### src/logic/backendPkg.sv
package backendPkg;

    // ========================================================================
    // Functional units
    // ========================================================================

    typedef enum logic [1:0] {
        UNIT_ALU,
        UNIT_LSU,
        UNIT_MDU
    } unitKind;

    // ========================================================================
    // Sizes
    // ========================================================================

    localparam int ARCH_REGS = 8;
    localparam int ARCH_BITS = 3;

    localparam int PHYS_REGS = 16;
    localparam int PHYS_BITS = 4;

    // Physical registers not held by the architectural map at reset.
    localparam int FREE_REGS = PHYS_REGS - ARCH_REGS;
    localparam int FREE_BITS = 3;

    localparam int ROB_DEPTH = 8;
    localparam int ROB_BITS  = 3;                  // Also the width of a ROB tag.

    localparam int IQ_DEPTH = 4;
    localparam int IQ_BITS  = 2;

endpackage

### src/logic/backendCtrl.sv
`timescale 1ns/10ps

module backendCtrl (
    input  logic clk,
    input  logic rst,
    input  logic robFull,
    input  logic renamePauseReq,
    input  logic renameAllocatable,
    input  logic aluIqReady,
    input  logic lsuIqReady,
    input  logic mduIqReady,
    input  logic flushReq,
    output logic pauseIntake,
    output logic pauseRename,
    output logic pauseDispatch,
    output logic flushDly,
    output logic robFlush,
    output logic backendFlush
);

    logic queueBlocked;
    logic outOfReset;

    // ========================================================================
    // Pause combination
    // ========================================================================

    assign queueBlocked = !aluIqReady || !lsuIqReady || !mduIqReady;

    assign pauseIntake = robFull || renamePauseReq || queueBlocked ||
                         !renameAllocatable || !outOfReset;
    assign pauseRename   = robFull || queueBlocked;   // Rename bubbles on its own check.
    assign pauseDispatch = robFull || queueBlocked;

    always_ff @(posedge clk) begin
        if (rst) begin
            outOfReset <= 1'b0;
        end else begin
            outOfReset <= 1'b1;                          // Intake opens one cycle late.
        end
    end

    // ========================================================================
    // Flush fan-out
    // ========================================================================

    always_ff @(posedge clk) begin
        if (rst) begin
            flushDly <= 1'b0;
        end else begin
            flushDly <= flushReq;
        end
    end

    assign backendFlush = flushReq;
    assign robFlush     = flushReq || flushDly;       // No commit while rename recovers.

endmodule

### src/logic/backendTop.sv
`timescale 1ns/10ps

module backendTop (
    input  logic                             clk,
    input  logic                             rst,
    input  logic                             instValid,
    input  backendPkg::unitKind              instKind,
    input  logic [backendPkg::ARCH_BITS-1:0] instDest,
    input  logic                             instMispredict,
    output logic                             instReady,
    input  logic                             aluExecReady,
    input  logic                             lsuExecReady,
    input  logic                             mduExecReady,
    output logic                             aluIssueValid,
    output logic [backendPkg::ROB_BITS-1:0]  aluIssueTag,
    output logic                             lsuIssueValid,
    output logic [backendPkg::ROB_BITS-1:0]  lsuIssueTag,
    output logic                             mduIssueValid,
    output logic [backendPkg::ROB_BITS-1:0]  mduIssueTag,
    output logic                             commitValid,
    output logic [backendPkg::ROB_BITS-1:0]  commitTag,
    output logic [backendPkg::ARCH_BITS-1:0] commitDest,
    output logic [backendPkg::PHYS_BITS-1:0] commitPhys,
    output logic                             backendFlush
);
    import backendPkg::*;

    logic                 pauseIntake, pauseRename, pauseDispatch;
    logic                 flushDly, robFlush, flushReq, robFull;
    logic                 renamePauseReq, renameAllocatable;
    logic                 aluIqReady, lsuIqReady, mduIqReady;
    logic                 intakeValid, intakeMispredict;
    unitKind              intakeKind;
    logic [ARCH_BITS-1:0] intakeDest;
    logic                 dispValid, dispMispredict;
    unitKind              dispKind;
    logic [ARCH_BITS-1:0] dispDest;
    logic [PHYS_BITS-1:0] dispPhys, dispOldPhys, commitOldPhys;
    logic                 allocValid;
    logic [ROB_BITS-1:0]  allocTag;

    // ========================================================================
    // Intake register
    // ========================================================================

    assign instReady = !pauseIntake;

    always_ff @(posedge clk) begin
        if (rst || flushDly) begin
            intakeValid <= 1'b0;
        end else if (!pauseIntake) begin
            intakeValid <= instValid;
        end
    end

    always_ff @(posedge clk) begin
        if (!pauseIntake) begin
            intakeKind       <= instKind;
            intakeDest       <= instDest;
            intakeMispredict <= instMispredict;
        end
    end

    // ========================================================================
    // Rename, dispatch and routing
    // ========================================================================

    renameStage u_renameStage (
        .clk(clk), .rst(rst), .pause(pauseRename), .recover(flushDly),
        .inValid(intakeValid), .inKind(intakeKind), .inDest(intakeDest),
        .inMispredict(intakeMispredict),
        .outValid(dispValid), .outKind(dispKind), .outDest(dispDest),
        .outPhys(dispPhys), .outOldPhys(dispOldPhys), .outMispredict(dispMispredict),
        .commitValid(commitValid), .commitDest(commitDest), .commitPhys(commitPhys),
        .commitOldPhys(commitOldPhys),
        .allocatable(renameAllocatable), .pauseReq(renamePauseReq)
    );

    assign allocValid = dispValid && !pauseDispatch;  // Held entries are written once.

    issueQueue u_aluQueue (
        .clk(clk), .rst(rst), .flush(flushDly),
        .pushValid(allocValid && dispKind == UNIT_ALU), .pushTag(allocTag),
        .execReady(aluExecReady), .ready(aluIqReady),
        .issueValid(aluIssueValid), .issueTag(aluIssueTag)
    );

    issueQueue u_lsuQueue (
        .clk(clk), .rst(rst), .flush(flushDly),
        .pushValid(allocValid && dispKind == UNIT_LSU), .pushTag(allocTag),
        .execReady(lsuExecReady), .ready(lsuIqReady),
        .issueValid(lsuIssueValid), .issueTag(lsuIssueTag)
    );

    issueQueue u_mduQueue (
        .clk(clk), .rst(rst), .flush(flushDly),
        .pushValid(allocValid && dispKind == UNIT_MDU), .pushTag(allocTag),
        .execReady(mduExecReady), .ready(mduIqReady),
        .issueValid(mduIssueValid), .issueTag(mduIssueTag)
    );

    reorderBuffer u_reorderBuffer (
        .clk(clk), .rst(rst), .flush(robFlush),
        .allocValid(allocValid), .allocDest(dispDest), .allocPhys(dispPhys),
        .allocOldPhys(dispOldPhys), .allocMispredict(dispMispredict),
        .allocTag(allocTag), .full(robFull),
        .aluIssueValid(aluIssueValid), .aluIssueTag(aluIssueTag),
        .lsuIssueValid(lsuIssueValid), .lsuIssueTag(lsuIssueTag),
        .mduIssueValid(mduIssueValid), .mduIssueTag(mduIssueTag),
        .commitValid(commitValid), .commitTag(commitTag), .commitDest(commitDest),
        .commitPhys(commitPhys), .commitOldPhys(commitOldPhys), .flushReq(flushReq)
    );

    backendCtrl u_backendCtrl (
        .clk(clk), .rst(rst), .robFull(robFull),
        .renamePauseReq(renamePauseReq), .renameAllocatable(renameAllocatable),
        .aluIqReady(aluIqReady), .lsuIqReady(lsuIqReady), .mduIqReady(mduIqReady),
        .flushReq(flushReq),
        .pauseIntake(pauseIntake), .pauseRename(pauseRename),
        .pauseDispatch(pauseDispatch), .flushDly(flushDly),
        .robFlush(robFlush), .backendFlush(backendFlush)
    );

endmodule

### src/logic/issueQueue.sv
`timescale 1ns/10ps

module issueQueue (
    input  logic                             clk,
    input  logic                             rst,
    input  logic                             flush,
    input  logic                             pushValid,
    input  logic [backendPkg::ROB_BITS-1:0]  pushTag,
    input  logic                             execReady,
    output logic                             ready,
    output logic                             issueValid,
    output logic [backendPkg::ROB_BITS-1:0]  issueTag
);
    import backendPkg::*;

    logic [ROB_BITS-1:0] tags [IQ_DEPTH];
    logic [IQ_BITS:0]    rdPtr;
    logic [IQ_BITS:0]    wrPtr;
    logic                empty;
    logic                full;
    logic                doPush;

    assign empty  = rdPtr == wrPtr;
    assign full   = (rdPtr[IQ_BITS] != wrPtr[IQ_BITS]) &&
                    (rdPtr[IQ_BITS-1:0] == wrPtr[IQ_BITS-1:0]);
    assign doPush = pushValid && !full;

    assign ready      = !full;
    assign issueValid = !empty && execReady && !flush;   // A dying entry never issues.
    assign issueTag   = tags[rdPtr[IQ_BITS-1:0]];

    always_ff @(posedge clk) begin
        if (rst || flush) begin
            rdPtr <= '0;
            wrPtr <= '0;
        end else begin
            if (doPush) begin
                wrPtr <= wrPtr + 1'b1;
            end
            if (issueValid) begin
                rdPtr <= rdPtr + 1'b1;
            end
        end
    end

    always_ff @(posedge clk) begin
        if (doPush) begin
            tags[wrPtr[IQ_BITS-1:0]] <= pushTag;
        end
    end

endmodule

### src/logic/renameStage.sv
`timescale 1ns/10ps

module renameStage (
    input  logic                                 clk,
    input  logic                                 rst,
    input  logic                                 pause,
    input  logic                                 recover,
    input  logic                                 inValid,
    input  backendPkg::unitKind                  inKind,
    input  logic [backendPkg::ARCH_BITS-1:0]     inDest,
    input  logic                                 inMispredict,
    output logic                                 outValid,
    output backendPkg::unitKind                  outKind,
    output logic [backendPkg::ARCH_BITS-1:0]     outDest,
    output logic [backendPkg::PHYS_BITS-1:0]     outPhys,
    output logic [backendPkg::PHYS_BITS-1:0]     outOldPhys,
    output logic                                 outMispredict,
    input  logic                                 commitValid,
    input  logic [backendPkg::ARCH_BITS-1:0]     commitDest,
    input  logic [backendPkg::PHYS_BITS-1:0]     commitPhys,
    input  logic [backendPkg::PHYS_BITS-1:0]     commitOldPhys,
    output logic                                 allocatable,
    output logic                                 pauseReq
);
    import backendPkg::*;

    logic [PHYS_BITS-1:0] specTable   [ARCH_REGS];
    logic [PHYS_BITS-1:0] commitTable [ARCH_REGS];
    logic [PHYS_BITS-1:0] freeRing    [FREE_REGS];
    logic [FREE_BITS:0]   specHead;
    logic [FREE_BITS:0]   commitHead;
    logic [FREE_BITS:0]   tail;
    logic [FREE_BITS-1:0] specIdx;
    logic [FREE_BITS-1:0] tailIdx;
    logic                 doAlloc;

    assign specIdx     = specHead[FREE_BITS-1:0];
    assign tailIdx     = tail[FREE_BITS-1:0];
    assign allocatable = specHead != tail;
    assign pauseReq    = inValid && !allocatable;
    assign doAlloc     = !pause && !recover && inValid && allocatable;

    always_ff @(posedge clk) begin
        if (rst || recover) begin
            outValid <= 1'b0;
        end else if (!pause) begin
            outValid <= inValid && allocatable;      // Bubble when the ring is empty.
        end
    end

    always_ff @(posedge clk) begin
        if (!pause) begin
            outKind       <= inKind;
            outDest       <= inDest;
            outPhys       <= freeRing[specIdx];
            outOldPhys    <= specTable[inDest];
            outMispredict <= inMispredict;
        end
    end

    // ========================================================================
    // Speculative state
    // ========================================================================

    always_ff @(posedge clk) begin
        if (rst) begin
            for (int r = 0; r < ARCH_REGS; r++) begin
                specTable[r] <= PHYS_BITS'(r);
            end
            specHead <= '0;
        end else if (recover) begin
            specTable <= commitTable;
            specHead  <= commitHead;
        end else if (doAlloc) begin
            specTable[inDest] <= freeRing[specIdx];
            specHead          <= specHead + 1'b1;
        end
    end

    // ========================================================================
    // Committed state and ring refill
    // ========================================================================

    always_ff @(posedge clk) begin
        if (rst) begin
            for (int r = 0; r < ARCH_REGS; r++) begin
                commitTable[r] <= PHYS_BITS'(r);
            end
            for (int i = 0; i < FREE_REGS; i++) begin
                freeRing[i] <= PHYS_BITS'(ARCH_REGS + i);
            end
            commitHead <= '0;
            tail       <= (FREE_BITS + 1)'(FREE_REGS);   // Ring starts full.
        end else if (commitValid) begin
            commitTable[commitDest] <= commitPhys;
            freeRing[tailIdx]       <= commitOldPhys;  // Previous mapping is free again.
            tail                    <= tail + 1'b1;
            commitHead              <= commitHead + 1'b1;
        end
    end

endmodule

### src/logic/reorderBuffer.sv
`timescale 1ns/10ps

module reorderBuffer (
    input  logic                             clk,
    input  logic                             rst,
    input  logic                             flush,
    input  logic                             allocValid,
    input  logic [backendPkg::ARCH_BITS-1:0] allocDest,
    input  logic [backendPkg::PHYS_BITS-1:0] allocPhys,
    input  logic [backendPkg::PHYS_BITS-1:0] allocOldPhys,
    input  logic                             allocMispredict,
    output logic [backendPkg::ROB_BITS-1:0]  allocTag,
    output logic                             full,
    input  logic                             aluIssueValid,
    input  logic [backendPkg::ROB_BITS-1:0]  aluIssueTag,
    input  logic                             lsuIssueValid,
    input  logic [backendPkg::ROB_BITS-1:0]  lsuIssueTag,
    input  logic                             mduIssueValid,
    input  logic [backendPkg::ROB_BITS-1:0]  mduIssueTag,
    output logic                             commitValid,
    output logic [backendPkg::ROB_BITS-1:0]  commitTag,
    output logic [backendPkg::ARCH_BITS-1:0] commitDest,
    output logic [backendPkg::PHYS_BITS-1:0] commitPhys,
    output logic [backendPkg::PHYS_BITS-1:0] commitOldPhys,
    output logic                             flushReq
);
    import backendPkg::*;

    logic [ROB_DEPTH-1:0] entValid;
    logic [ROB_DEPTH-1:0] complete;
    logic [ROB_DEPTH-1:0] mispredict;
    logic [ARCH_BITS-1:0] dest    [ROB_DEPTH];
    logic [PHYS_BITS-1:0] phys    [ROB_DEPTH];
    logic [PHYS_BITS-1:0] oldPhys [ROB_DEPTH];
    logic [ROB_BITS:0]    head;
    logic [ROB_BITS:0]    tail;
    logic [ROB_BITS-1:0]  headIdx;
    logic [ROB_BITS-1:0]  tailIdx;
    logic                 doAlloc;

    assign headIdx = head[ROB_BITS-1:0];
    assign tailIdx = tail[ROB_BITS-1:0];
    assign full    = (head[ROB_BITS] != tail[ROB_BITS]) && (headIdx == tailIdx);
    assign doAlloc = allocValid && !full && !flush;

    assign allocTag      = tailIdx;
    assign commitValid   = entValid[headIdx] && complete[headIdx];
    assign commitTag     = headIdx;
    assign commitDest    = dest[headIdx];
    assign commitPhys    = phys[headIdx];
    assign commitOldPhys = oldPhys[headIdx];
    assign flushReq      = commitValid && mispredict[headIdx];

    always_ff @(posedge clk) begin
        if (rst || flush) begin
            entValid <= '0;
            head     <= '0;
            tail     <= '0;
        end else begin
            if (doAlloc) begin
                entValid[tailIdx] <= 1'b1;
                tail              <= tail + 1'b1;
            end
            if (commitValid) begin
                entValid[headIdx] <= 1'b0;           // Retire the head, one per cycle.
                head              <= head + 1'b1;
            end
        end
    end

    always_ff @(posedge clk) begin
        if (doAlloc) begin
            complete[tailIdx]   <= 1'b0;
            mispredict[tailIdx] <= allocMispredict;
            dest[tailIdx]       <= allocDest;
            phys[tailIdx]       <= allocPhys;
            oldPhys[tailIdx]    <= allocOldPhys;
        end
        if (aluIssueValid) complete[aluIssueTag] <= 1'b1;
        if (lsuIssueValid) complete[lsuIssueTag] <= 1'b1;
        if (mduIssueValid) complete[mduIssueTag] <= 1'b1;
    end

endmodule

### config.mk
export PLATFORM = sky130hd
export DESIGN_NAME = backendTop
export DESIGN_NICKNAME = d
export VERILOG_FILES = /design/src/logic/backendPkg.sv /design/src/logic/backendCtrl.sv /design/src/logic/backendTop.sv /design/src/logic/issueQueue.sv /design/src/logic/renameStage.sv /design/src/logic/reorderBuffer.sv
export SDC_FILE = /design/constraint.sdc
export NUM_CORES = 1
export LEC_CHECK = 0
export CAP_MARGIN = 20
export CORE_AREA = 2 2 206 208
export DETAILED_ROUTE_END_ITERATION = 8
export DIE_AREA = 0 0 208 210
export DONT_BUFFER_PORTS = 1
export PLACE_DENSITY = 0.6
export SYNTH_ARGS = -nofsm -noshare
export SYNTH_HDL_FRONTEND = slang
export SYNTH_HIERARCHICAL = 1
export SYNTH_SLANG_ARGS = --single-unit
### constraint.sdc
create_clock -name clk -period 5.4 [get_ports clk]
set_input_delay 1.08 -clock clk [delete_from_list [all_inputs] [get_ports clk]]
set_output_delay 1.08 -clock clk [all_outputs]
set_load 0.05 [all_outputs]
==> metrics.txt, run 1 <==
outcome finished, final reports clean; cts repair resizes 0; Place WS between 1.5 and 2 ns; Synth Warn # 6; initial core utilization 0.347; Detailed Route WL 33900 um; CORE AREA between 40000 and 50000 um^2; worst hold start intakeMispredict; Synth top area share 0.384; global-route wire length before repair 52900 um; crit path launch type flop; Cell Area, Synth 14400 um^2; vias per inst 5.45; reg2reg end u_reorderBuffer/phys[7][3]; crit-path max FO 13; initial antenna violation count 4; gr ovfl total 0; Net Sw Frac 0.250; clock root cell clkbuf_16; Die X ~210 um; area delta synth->final 10.2%; GR peak layer met2; via count approximately 9.2k; Worst setup EP type output pin; GPL Wtd Cong 0.796; number of flops mapped to enable cells by yosys 184; HP Class flop to flop; H-tree Lvls 1; Final min period 4.27 ns; peak supply drop between 200 and 250 uV; Initial DRC Count 574; syn_nets 1181; Max-Cap Viols 0; Switch Pwr 1.34 mW; clock power share 0.397; antenna viol nets, final 0; RSZ-0062 raised after global routing false; synth unique cells 81; Area contributors post-synth edfxtp_1 38%, dfxtp_1 19%, mux4_2 6.7%; clock sinks 318; number of global-route vias before repair 9002; worst r2r src u_reorderBuffer/head[0]; proportion of layout cells with a drive suffix above 1 0.153; Seq pwr share 0.511; Worst EP required 4.32 ns; fin nets 1159; Post-Route Setup TNS 0 ns; Synth area leader edfxtp_1; largest net degree at the start of global routing 93; hold path cells 0; FP Rows 75; count of input and output buffers 0; Tot Pwr 5.35 mW; Min Hold Slack 0.421 ns; Setup WS post-layout 1.13 ns; arrival time at the worst endpoint between 3 and 4 ns; R2R Setup Slk 1.84 ns; Residual DRC 0; Slew HR 0.330; grt met2 use 0.244; Lkg Pwr 5.35 nW; WHS Endpoint u_renameStage/outMispredict; final hold violations 0; Logic pwr share 0.092; list of most frequent post-synthesis cells 184 x edfxtp_1, 134 x dfxtp_1, 81 x nand2_1; met1 GRT Util 0.213; FF+latch count, synth ~320; Main synth FF type edfxtp_1; GR Util All Layers 0.153; Tcrit/Tclk final 0.791; final core occ 0.382; fraction of registers with async set/reset 0; Worst Max-Slew Pin Slew 1.00 ns; Worst-path clk slew roughly 0.060 ns; CTS buffer count 31; share of the yosys chip area belonging to registers 0.571; Pre-Repair DR Iteration Count 8; Crit Path Class flop to output pin; syn_area_per_cell 12.5 um^2; most common cell in the netlist edfxtp_1; CTS tree yes; PwrDens 338 nW/um^2; Clock Latency Late Sink 0.57 ns; Max Transition Viols Final 0; die area 43700 um^2; post-CTS setup buffers 0; Finish-stage setup viols 0; Ports 37; Post-Synthesis Cells 1149; Clock Skews 0.0140 ns; internal cell power between 4 and 5 mW; CTS Hold Buffers Added 0; maximum clock insertion buffer count 3; GRT met3 Usage 0.0261; die height 210 um; top achievable clock speed around 230 MHz; routed len/inst 20.0 um; R2R cell count 9; Final HPWL DP roughly 22000 um
## sequential cells by signal, summed over array words and instances, names as in the netlist, 8 cells and up, named ones only
signal                      cells
u_lsuQueue/tags                12
u_reorderBuffer/oldPhys        32
u_reorderBuffer/phys           32
u_mduQueue/tags                12
u_reorderBuffer/dest           24
u_reorderBuffer/mispredict      8
u_reorderBuffer/entValid        8
u_renameStage/freeRing         32
u_renameStage/commitTable      32
u_reorderBuffer/complete        8
u_renameStage/specTable        32
u_aluQueue/tags                12
## critical path: stages, from the launching register on
cell	delay, ns
dfxtp_1	0.98
xor2_2	0.26
nor4_1	0.14
nand4b_4	0.25
or3_1	0.40
inv_1	0.57
## worst max-delay path by stage
| stage | from | endpoint | slack (ns) | cells past startpoint |
|---|---|---|---|---|
| 2_1_floorplan | u_reorderBuffer/head[0] | u_reorderBuffer/dest[0][0] | 1.91 | 10 |
| 3_3_place_gp | u_reorderBuffer/head[0] | u_reorderBuffer/dest[0][2] | 1.65 | 9 |
| 3_5_place_dp | u_reorderBuffer/head[0] | u_reorderBuffer/dest[0][0] | 1.59 | 9 |
| 4_1_cts | u_reorderBuffer/head[1] | instReady | 1.04 | 5 |
| 5_1_grt | u_reorderBuffer/head[1] | instReady | 0.93 | 5 |
| 6_report | u_reorderBuffer/head[1] | instReady | 1.13 | 5 |
## through the flow
stage | cells | area (um^2)
3_5_place_dp | 1630 | 14800
2_1_floorplan | 1149 | 14400
4_1_cts | 1688 | 15800
5_1_grt | 1691 | 15800
6_report | 1694 | 15800
3_3_place_gp | 1630 | 14800
## cells in the final DEF (no fill, tap or decap), types with 14 or more instances in the layout
cell	count
nor2_1	73
xnor2_1	18
nand2b_1	23
inv_1	34
and3_1	25
nand2_1	81
a21oi_1	32
edfxtp_1	184
mux2i_1	40
ha_1	20
buf_4	14
a211oi_1	28
nand4_1	23
nand3_1	26
clkbuf_16	31
mux4_2	43
o21ai_0	18
xor2_1	18
mux2_2	16
nor3_1	19
a31oi_1	21
dfxtp_1	133
## final cells by class
| cell class | instances | area [um^2] |
|---|---|---|
| Antenna cell | 3 | 7.51 |
| Timing Repair Buffer | 17 | 155 |
| Clock buffer | 37 | 838 |
| Clock inverter | 21 | 161 |
| Tap cell | 539 | 674 |
| Multi-Input combinational cell | 723 | 5660 |
| Sequential cell | 318 | 8210 |
| Inverter | 36 | 135 |
| Fill cell | 3945 | 25600 |
## cells by family after synthesis
logic type,after synthesis,synth area share
buffers and inverters,108,0.0357
multiplexers,101,0.111
AND/OR/NAND/NOR,368,0.141
AO/OA/AOI/OAI,196,0.101
flip-flops,318,0.571
XOR/XNOR,38,0.0242
adder cells (fa/ha/maj),20,0.0174
## power groups by stage
stage                     Combinational [mW]  Sequential, mW  Clock [mW]
after floorplan                        0.402            2.74           0
after global placement                 0.480            2.79           0
after detailed placement               0.485            2.79           0
after CTS                              0.486            2.74        2.17
after global routing                   0.526            2.75        2.26
final                                  0.490            2.74        2.12
## metal layers
layer / part of all wire / wire length, um
met5: 0.00038 / 13
met4: 0.021 / 719
met3: 0.049 / 1670
met2: 0.46 / 15700
met1: 0.47 / 15800
Note: power is estimated with default switching activity, not from simulation.
==> run 2: changes to the inputs <==
==> constraint.sdc (replaced) <==
create_clock -name clk -period 4.4 [get_ports clk]
set_input_delay 0.88 -clock clk [delete_from_list [all_inputs] [get_ports clk]]
set_output_delay 0.88 -clock clk [all_outputs]
set_load 0.05 [all_outputs]
==> run 2 against run 1 <==
Against the previous run: first-iteration DRC count grew 32%; final cell count increased by 0.83%; worst hold slack gained 0.0057 ns; worst setup slack worse by 0.54 ns; clock power grew 36%; die area stayed put; combinational power increased by 25%; sequential cell count is the same; core utilization is 0.46 points higher; register-to-register slack worse by 1.0 ns; sequential share of layout area decreased by 0.62 points; critical endpoint unchanged.
==> metrics.txt, run 2 (synthesis results as in run 1) <==
global-route wire length before repair 52600 um (was 52900 um); initial core utilization 0.347 (unchanged); Worst setup EP type output pin (unchanged); Setup WS post-layout 0.591 ns (was 1.13 ns); area delta synth->final 11.5% (was 10.2%); PwrDens 426 nW/um^2 (was 338 nW/um^2); Final HPWL DP 22100 um (was 22300 um); die height 210 um (unchanged); most frequent cells in the layout 184 x edfxtp_1, 133 x dfxtp_1, 81 x nand2_1 (unchanged); Initial DRC Count 758 (was 574); gr ovfl total 0 (unchanged); grt met2 use 0.245 (was 0.244); CTS tree yes (unchanged); final std cells w/o fill 1708 (was 1694); slowest CP cell dfxtp_1 (unchanged); Pre-Repair DR Iteration Count 4 (was 8); Slew HR 0.333 (was 0.330); commonest non-fill, non-tap cell in the layout edfxtp_1 (unchanged); maximum clock insertion buffer count 3 (unchanged); GPL Wtd Cong 0.820 (was 0.796); crit path launch type flop (unchanged); Clock Skews 0.0285 ns (was 0.0140 ns); arrival time at the worst endpoint 2.93 ns (was 3.19 ns); HP Class flop to flop (unchanged); cell count after placement 1642 (was 1630); die area 43700 um^2 (unchanged); Max Transition Viols Final 0 (unchanged); Tcrit/Tclk final 0.866; clock sinks 318 (unchanged); post-CTS setup buffers 0 (unchanged); top achievable clock speed 263 MHz; largest net degree at the start of global routing 93 (unchanged); antenna viol nets, final 0 (unchanged); Crit Path Class flop to output pin (unchanged); initial antenna violation count 4 (unchanged); Switch Pwr 1.70 mW (was 1.34 mW); clock root cell clkbuf_16 (unchanged); Final Cell Area 16000 um^2 (was 15800 um^2); fin nets 1172 (was 1159); GR peak layer met2 (unchanged); vias per inst 5.43 (was 5.45); Detailed Route WL 33600 um (was 33900 um); Worst Max-Slew Pin Slew 0.997 ns (was 1.00 ns); Max-Cap Viols 0 (unchanged); Worst EP required 3.52 ns (was 4.32 ns); final core occ 0.387 (was 0.382); met1 GRT Util 0.214 (was 0.213); Final min period 3.81 ns; cts repair resizes 0 (unchanged); Logic pwr share 0.090 (was 0.092); GR Util All Layers 0.153 (about the same); proportion of layout cells with a drive suffix above 1 0.163 (was 0.153); final hold violations 0 (unchanged); Tot Pwr 6.84 mW (was 5.35 mW); CTS buffer count 34 (was 31); Post-Route Setup TNS 0 ns (unchanged); Residual DRC 0 (unchanged); routed len/inst 19.7 um (was 20.0 um); Place WS 0.791 ns (was 1.59 ns); Net Sw Frac 0.248 (was 0.250); Finish-stage setup viols 0 (unchanged); via count 9280 (was 9230); number of global-route vias before repair 9026 (was 9002); CORE AREA 41500 um^2 (unchanged); H-tree Lvls 2 (was 1); Bufs and invs on worst path 1 (unchanged); Min Hold Slack 0.426 ns (was 0.421 ns); Lkg Pwr 5.46 nW (was 5.35 nW); Clock Latency Late Sink 0.53 ns (was 0.57 ns); outcome finished, final reports clean (unchanged); CP delay by family, top simple AND/OR/NAND/NOR gates (was flip-flops); internal cell power 5.14 mW (was 4.01 mW); crit-path max FO 21 (was 13); Worst-path clk slew 0.06 ns (about the same); Filler Cell Count 3902 (was 3945); CTS Hold Buffers Added 0 (unchanged); CP peak stage delay 0.80 ns (was 0.98 ns); crit-path cells xor2_1 -> nor4_1 -> nand4b_4 -> or3_1 -> inv_1 (was xor2_2 -> nor4_1 -> nand4b_4 -> or3_1 -> inv_1); GRT met3 Usage 0.0267 (was 0.0261); Die X 208 um (unchanged); clock power share 0.421 (was 0.397); FP Rows 75 (unchanged); Seq pwr share 0.489 (was 0.511); RSZ-0062 raised after global routing false (unchanged); Placed Area 14900 um^2 (was 14800 um^2); Ports 37 (unchanged); peak supply drop 253 uV (was 229 uV); count of input and output buffers 0 (unchanged)
-- run 2: cell type report --
| class | count | area, um^2 | share of cell area |
|---|---|---|---|
| inverter | 36 | 135 | 0.00843 |
| sequential | 318 | 8210 | 0.512 |
| antenna | 3 | 7.51 | 0.000468 |
| tap | 539 | 674 | 0.0421 |
| multi-input combinational | 723 | 5660 | 0.353 |
| clock inverter | 20 | 218 | 0.0136 |
| clock buffer | 42 | 922 | 0.0575 |
| timing repair buffer | 27 | 206 | 0.0129 |
-- run 2: power groups by stage --
stage | clock [mW] | sequential [mW] | combinational, mW
after floorplan | 0 | 3.37 | 0.494
after global placement | 0 | 3.41 | 0.603
after detailed placement | 0 | 3.41 | 0.610
after CTS | 2.94 | 3.35 | 0.611
after global routing | 3.07 | 3.36 | 0.659
final | 2.88 | 3.35 | 0.614
-- run 2: final timing paths --
path                           start                     endpoint  slack, ns  cells after the start
max reg2reg  u_reorderBuffer/head[0]   u_reorderBuffer/phys[7][1]       0.80                      9
min                 intakeMispredict  u_renameStage/outMispredict       0.43                      0
max          u_reorderBuffer/tail[0]                    instReady       0.59                      5
min reg2reg         intakeMispredict  u_renameStage/outMispredict       0.43                      0
-- run 2: metal layers --
metal / up-vias / wire length [um]
met5: - / 11
met4: 2 / 588
met3: 38 / 1630
met2: 221 / 15600
met1: 4669 / 15800
li1: 4350 / -
==> run 3: changes to the inputs <==
==> constraint.sdc (replaced) <==
create_clock -name clk -period 3.78 [get_ports clk]
set_input_delay 1.134 -clock clk [delete_from_list [all_inputs] [get_ports clk]]
set_output_delay 1.134 -clock clk [all_outputs]
set_load 0.05 [all_outputs]
==> run 3 against run 2 <==
Against the previous run: cell area up 0.45%; wire length rose by 0.68%; via count increased by 0.44%; register-to-register slack got worse by 0.10 ns; clock-buffer cell count rose by 6; non-clock buffer count rose by 12; worst hold slack got worse by 0.0060 ns; largest power group unchanged.
==> metrics.txt, run 3 (synthesis results as in run 1) <==
outcome finished, final reports clean (unchanged); maximum clock insertion buffer count 3 (unchanged); Ports 37 (unchanged); Clock Latency Late Sink 0.52 ns (was 0.53 ns); CTS buffer count 35 (was 34); Initial DRC Count 818 (was 758); PwrDens 488 nW/um^2 (was 426 nW/um^2); cts repair resizes 1 (was 0); Max-Cap Viols 0 (unchanged); crit-path max FO 9 (was 21); initial core utilization 0.347 (unchanged); Tcrit/Tclk final 0.955; global-route wire length before repair 52700 um (was 52600 um); fin nets 1185 (was 1172); top achievable clock speed 277 MHz; H-tree Lvls 2 (unchanged); clock sinks 318 (unchanged); number of global-route vias before repair 9174 (was 9026); Filler Cell Count 3877 (was 3902); Residual DRC 0 (unchanged); CORE AREA 41500 um^2 (unchanged); Placed Area 15000 um^2 (was 14900 um^2); gr ovfl total 0 (unchanged); count of input and output buffers 0 (unchanged); initial antenna violation count 5 (was 4); Max Transition Viols Final 0 (unchanged); GPL Wtd Cong 0.837 (was 0.820); CTS tree yes (unchanged); Post-Route Setup TNS 0 ns (unchanged); RSZ-0062 raised after global routing false (unchanged); area delta synth->final 12.0% (was 11.5%); die height 210 um (unchanged); commonest non-fill, non-tap cell in the layout edfxtp_1 (unchanged); largest net degree at the start of global routing 93 (unchanged); post-CTS setup buffers 0 (unchanged); Final Cell Area 16100 um^2 (was 16000 um^2); via count 9321 (was 9280); Final HPWL DP 22300 um (was 22100 um); proportion of layout cells with a drive suffix above 1 0.165 (was 0.163); Lkg Pwr 5.51 nW (was 5.46 nW); Clock Skews 0.0208 ns (was 0.0285 ns); clock root cell clkbuf_16 (unchanged); Place WS 0.444 ns (was 0.791 ns); antenna viol nets, final 0 (unchanged); peak supply drop 259 uV (was 253 uV); Crit Path Class flop to output pin (unchanged); Worst-path clk slew 0.06 ns (about the same); Finish-stage setup viols 0 (unchanged); arrival time at the worst endpoint 2.48 ns (was 2.93 ns); Die X 208 um (unchanged); die area 43700 um^2 (unchanged); GR Util All Layers 0.153 (about the same); most frequent cells in the layout 184 x edfxtp_1, 131 x dfxtp_1, 81 x nand2_1 (was 184 x edfxtp_1, 133 x dfxtp_1, 81 x nand2_1); crit path launch type flop (unchanged); Detailed Route WL 33800 um (was 33600 um); HP Class flop to flop (unchanged); Slew HR 0.419 (was 0.333); Setup WS post-layout 0.168 ns (was 0.591 ns); Pre-Repair DR Iteration Count 5 (was 4); Worst EP required 2.65 ns (was 3.52 ns); final hold violations 0 (unchanged); FP Rows 75 (unchanged); Final min period ~3.6 ns; Min Hold Slack 0.420 ns (was 0.426 ns); vias per inst 5.41 (was 5.43); Worst setup EP type output pin (unchanged); routed len/inst 19.7 um (about the same); CTS Hold Buffers Added 0 (unchanged); Worst Max-Slew Pin Slew 0.862 ns (was 0.997 ns)
run 3: cell types whose count changed in the layout (fill, tap and decap cells not counted), sizes merged:
cell      previous run  this run
bufinv               3         2
clkinvlp             4         0
diode                3         4
clkbuf              42        48
buf                 27        39
run 3: final cells by class:
| class | instances | area [um^2] | share of cell area |
|---|---|---|---|
| flip-flops and latches | 318 | 8210 | 0.510 |
| inverters | 36 | 135 | 0.00839 |
| repair buffers | 39 | 305 | 0.0190 |
| diodes | 4 | 10.0 | 0.000621 |
| multi-input cells | 723 | 5680 | 0.352 |
| clock inverters | 15 | 135 | 0.00839 |
| clock buffers | 48 | 956 | 0.0593 |
| well taps | 539 | 674 | 0.0419 |
run 3: power by group:
group | internal (mW) | switching, mW | total, mW
sequential | 3.78 | 0.127 | 3.90
combinational | 0.257 | 0.464 | 0.721
clock | 1.91 | 1.33 | 3.24
run 3: final timing paths:
kind	from	slack, ns	depth (start not counted)	end
setup / recovery	u_lsuQueue/wrPtr[1]	0.17	6	instReady
hold / removal	intakeKind[0]	0.42	0	u_renameStage/outKind[0]
setup reg to reg	u_reorderBuffer/head[2]	0.70	12	u_reorderBuffer/oldPhys[4][3]
hold reg to reg	intakeKind[0]	0.42	0	u_renameStage/outKind[0]
run 3: critical path: stages, from the launching register on:
cell and delay [ns]:
dfxtp_1 0.52, xnor2_1 0.27, nand3_2 0.23, nand4b_4 0.14
or3_1 0.41, inv_1 0.19, buf_12 0.18
run 3: metal layers:
metal | vias to the layer above | global-route usage | share of wire
li1 | 4370 | - | -
met1 | 4656 | 0.205 | 0.45
met2 | 242 | 0.251 | 0.48
met3 | 51 | 0.0288 | 0.052
met4 | 2 | 0.0496 | 0.021
met5 | - | 0 | 0.00038
run 3: metrics by stage:
step	power, mW	util	std cells
after floorplan	4.50	-	1149
after global placement	4.68	0.361	1655
after detailed placement	4.69	0.361	1655
after CTS	7.96	0.388	1718
after global routing	8.18	0.388	1719
final	7.86	0.388	1722
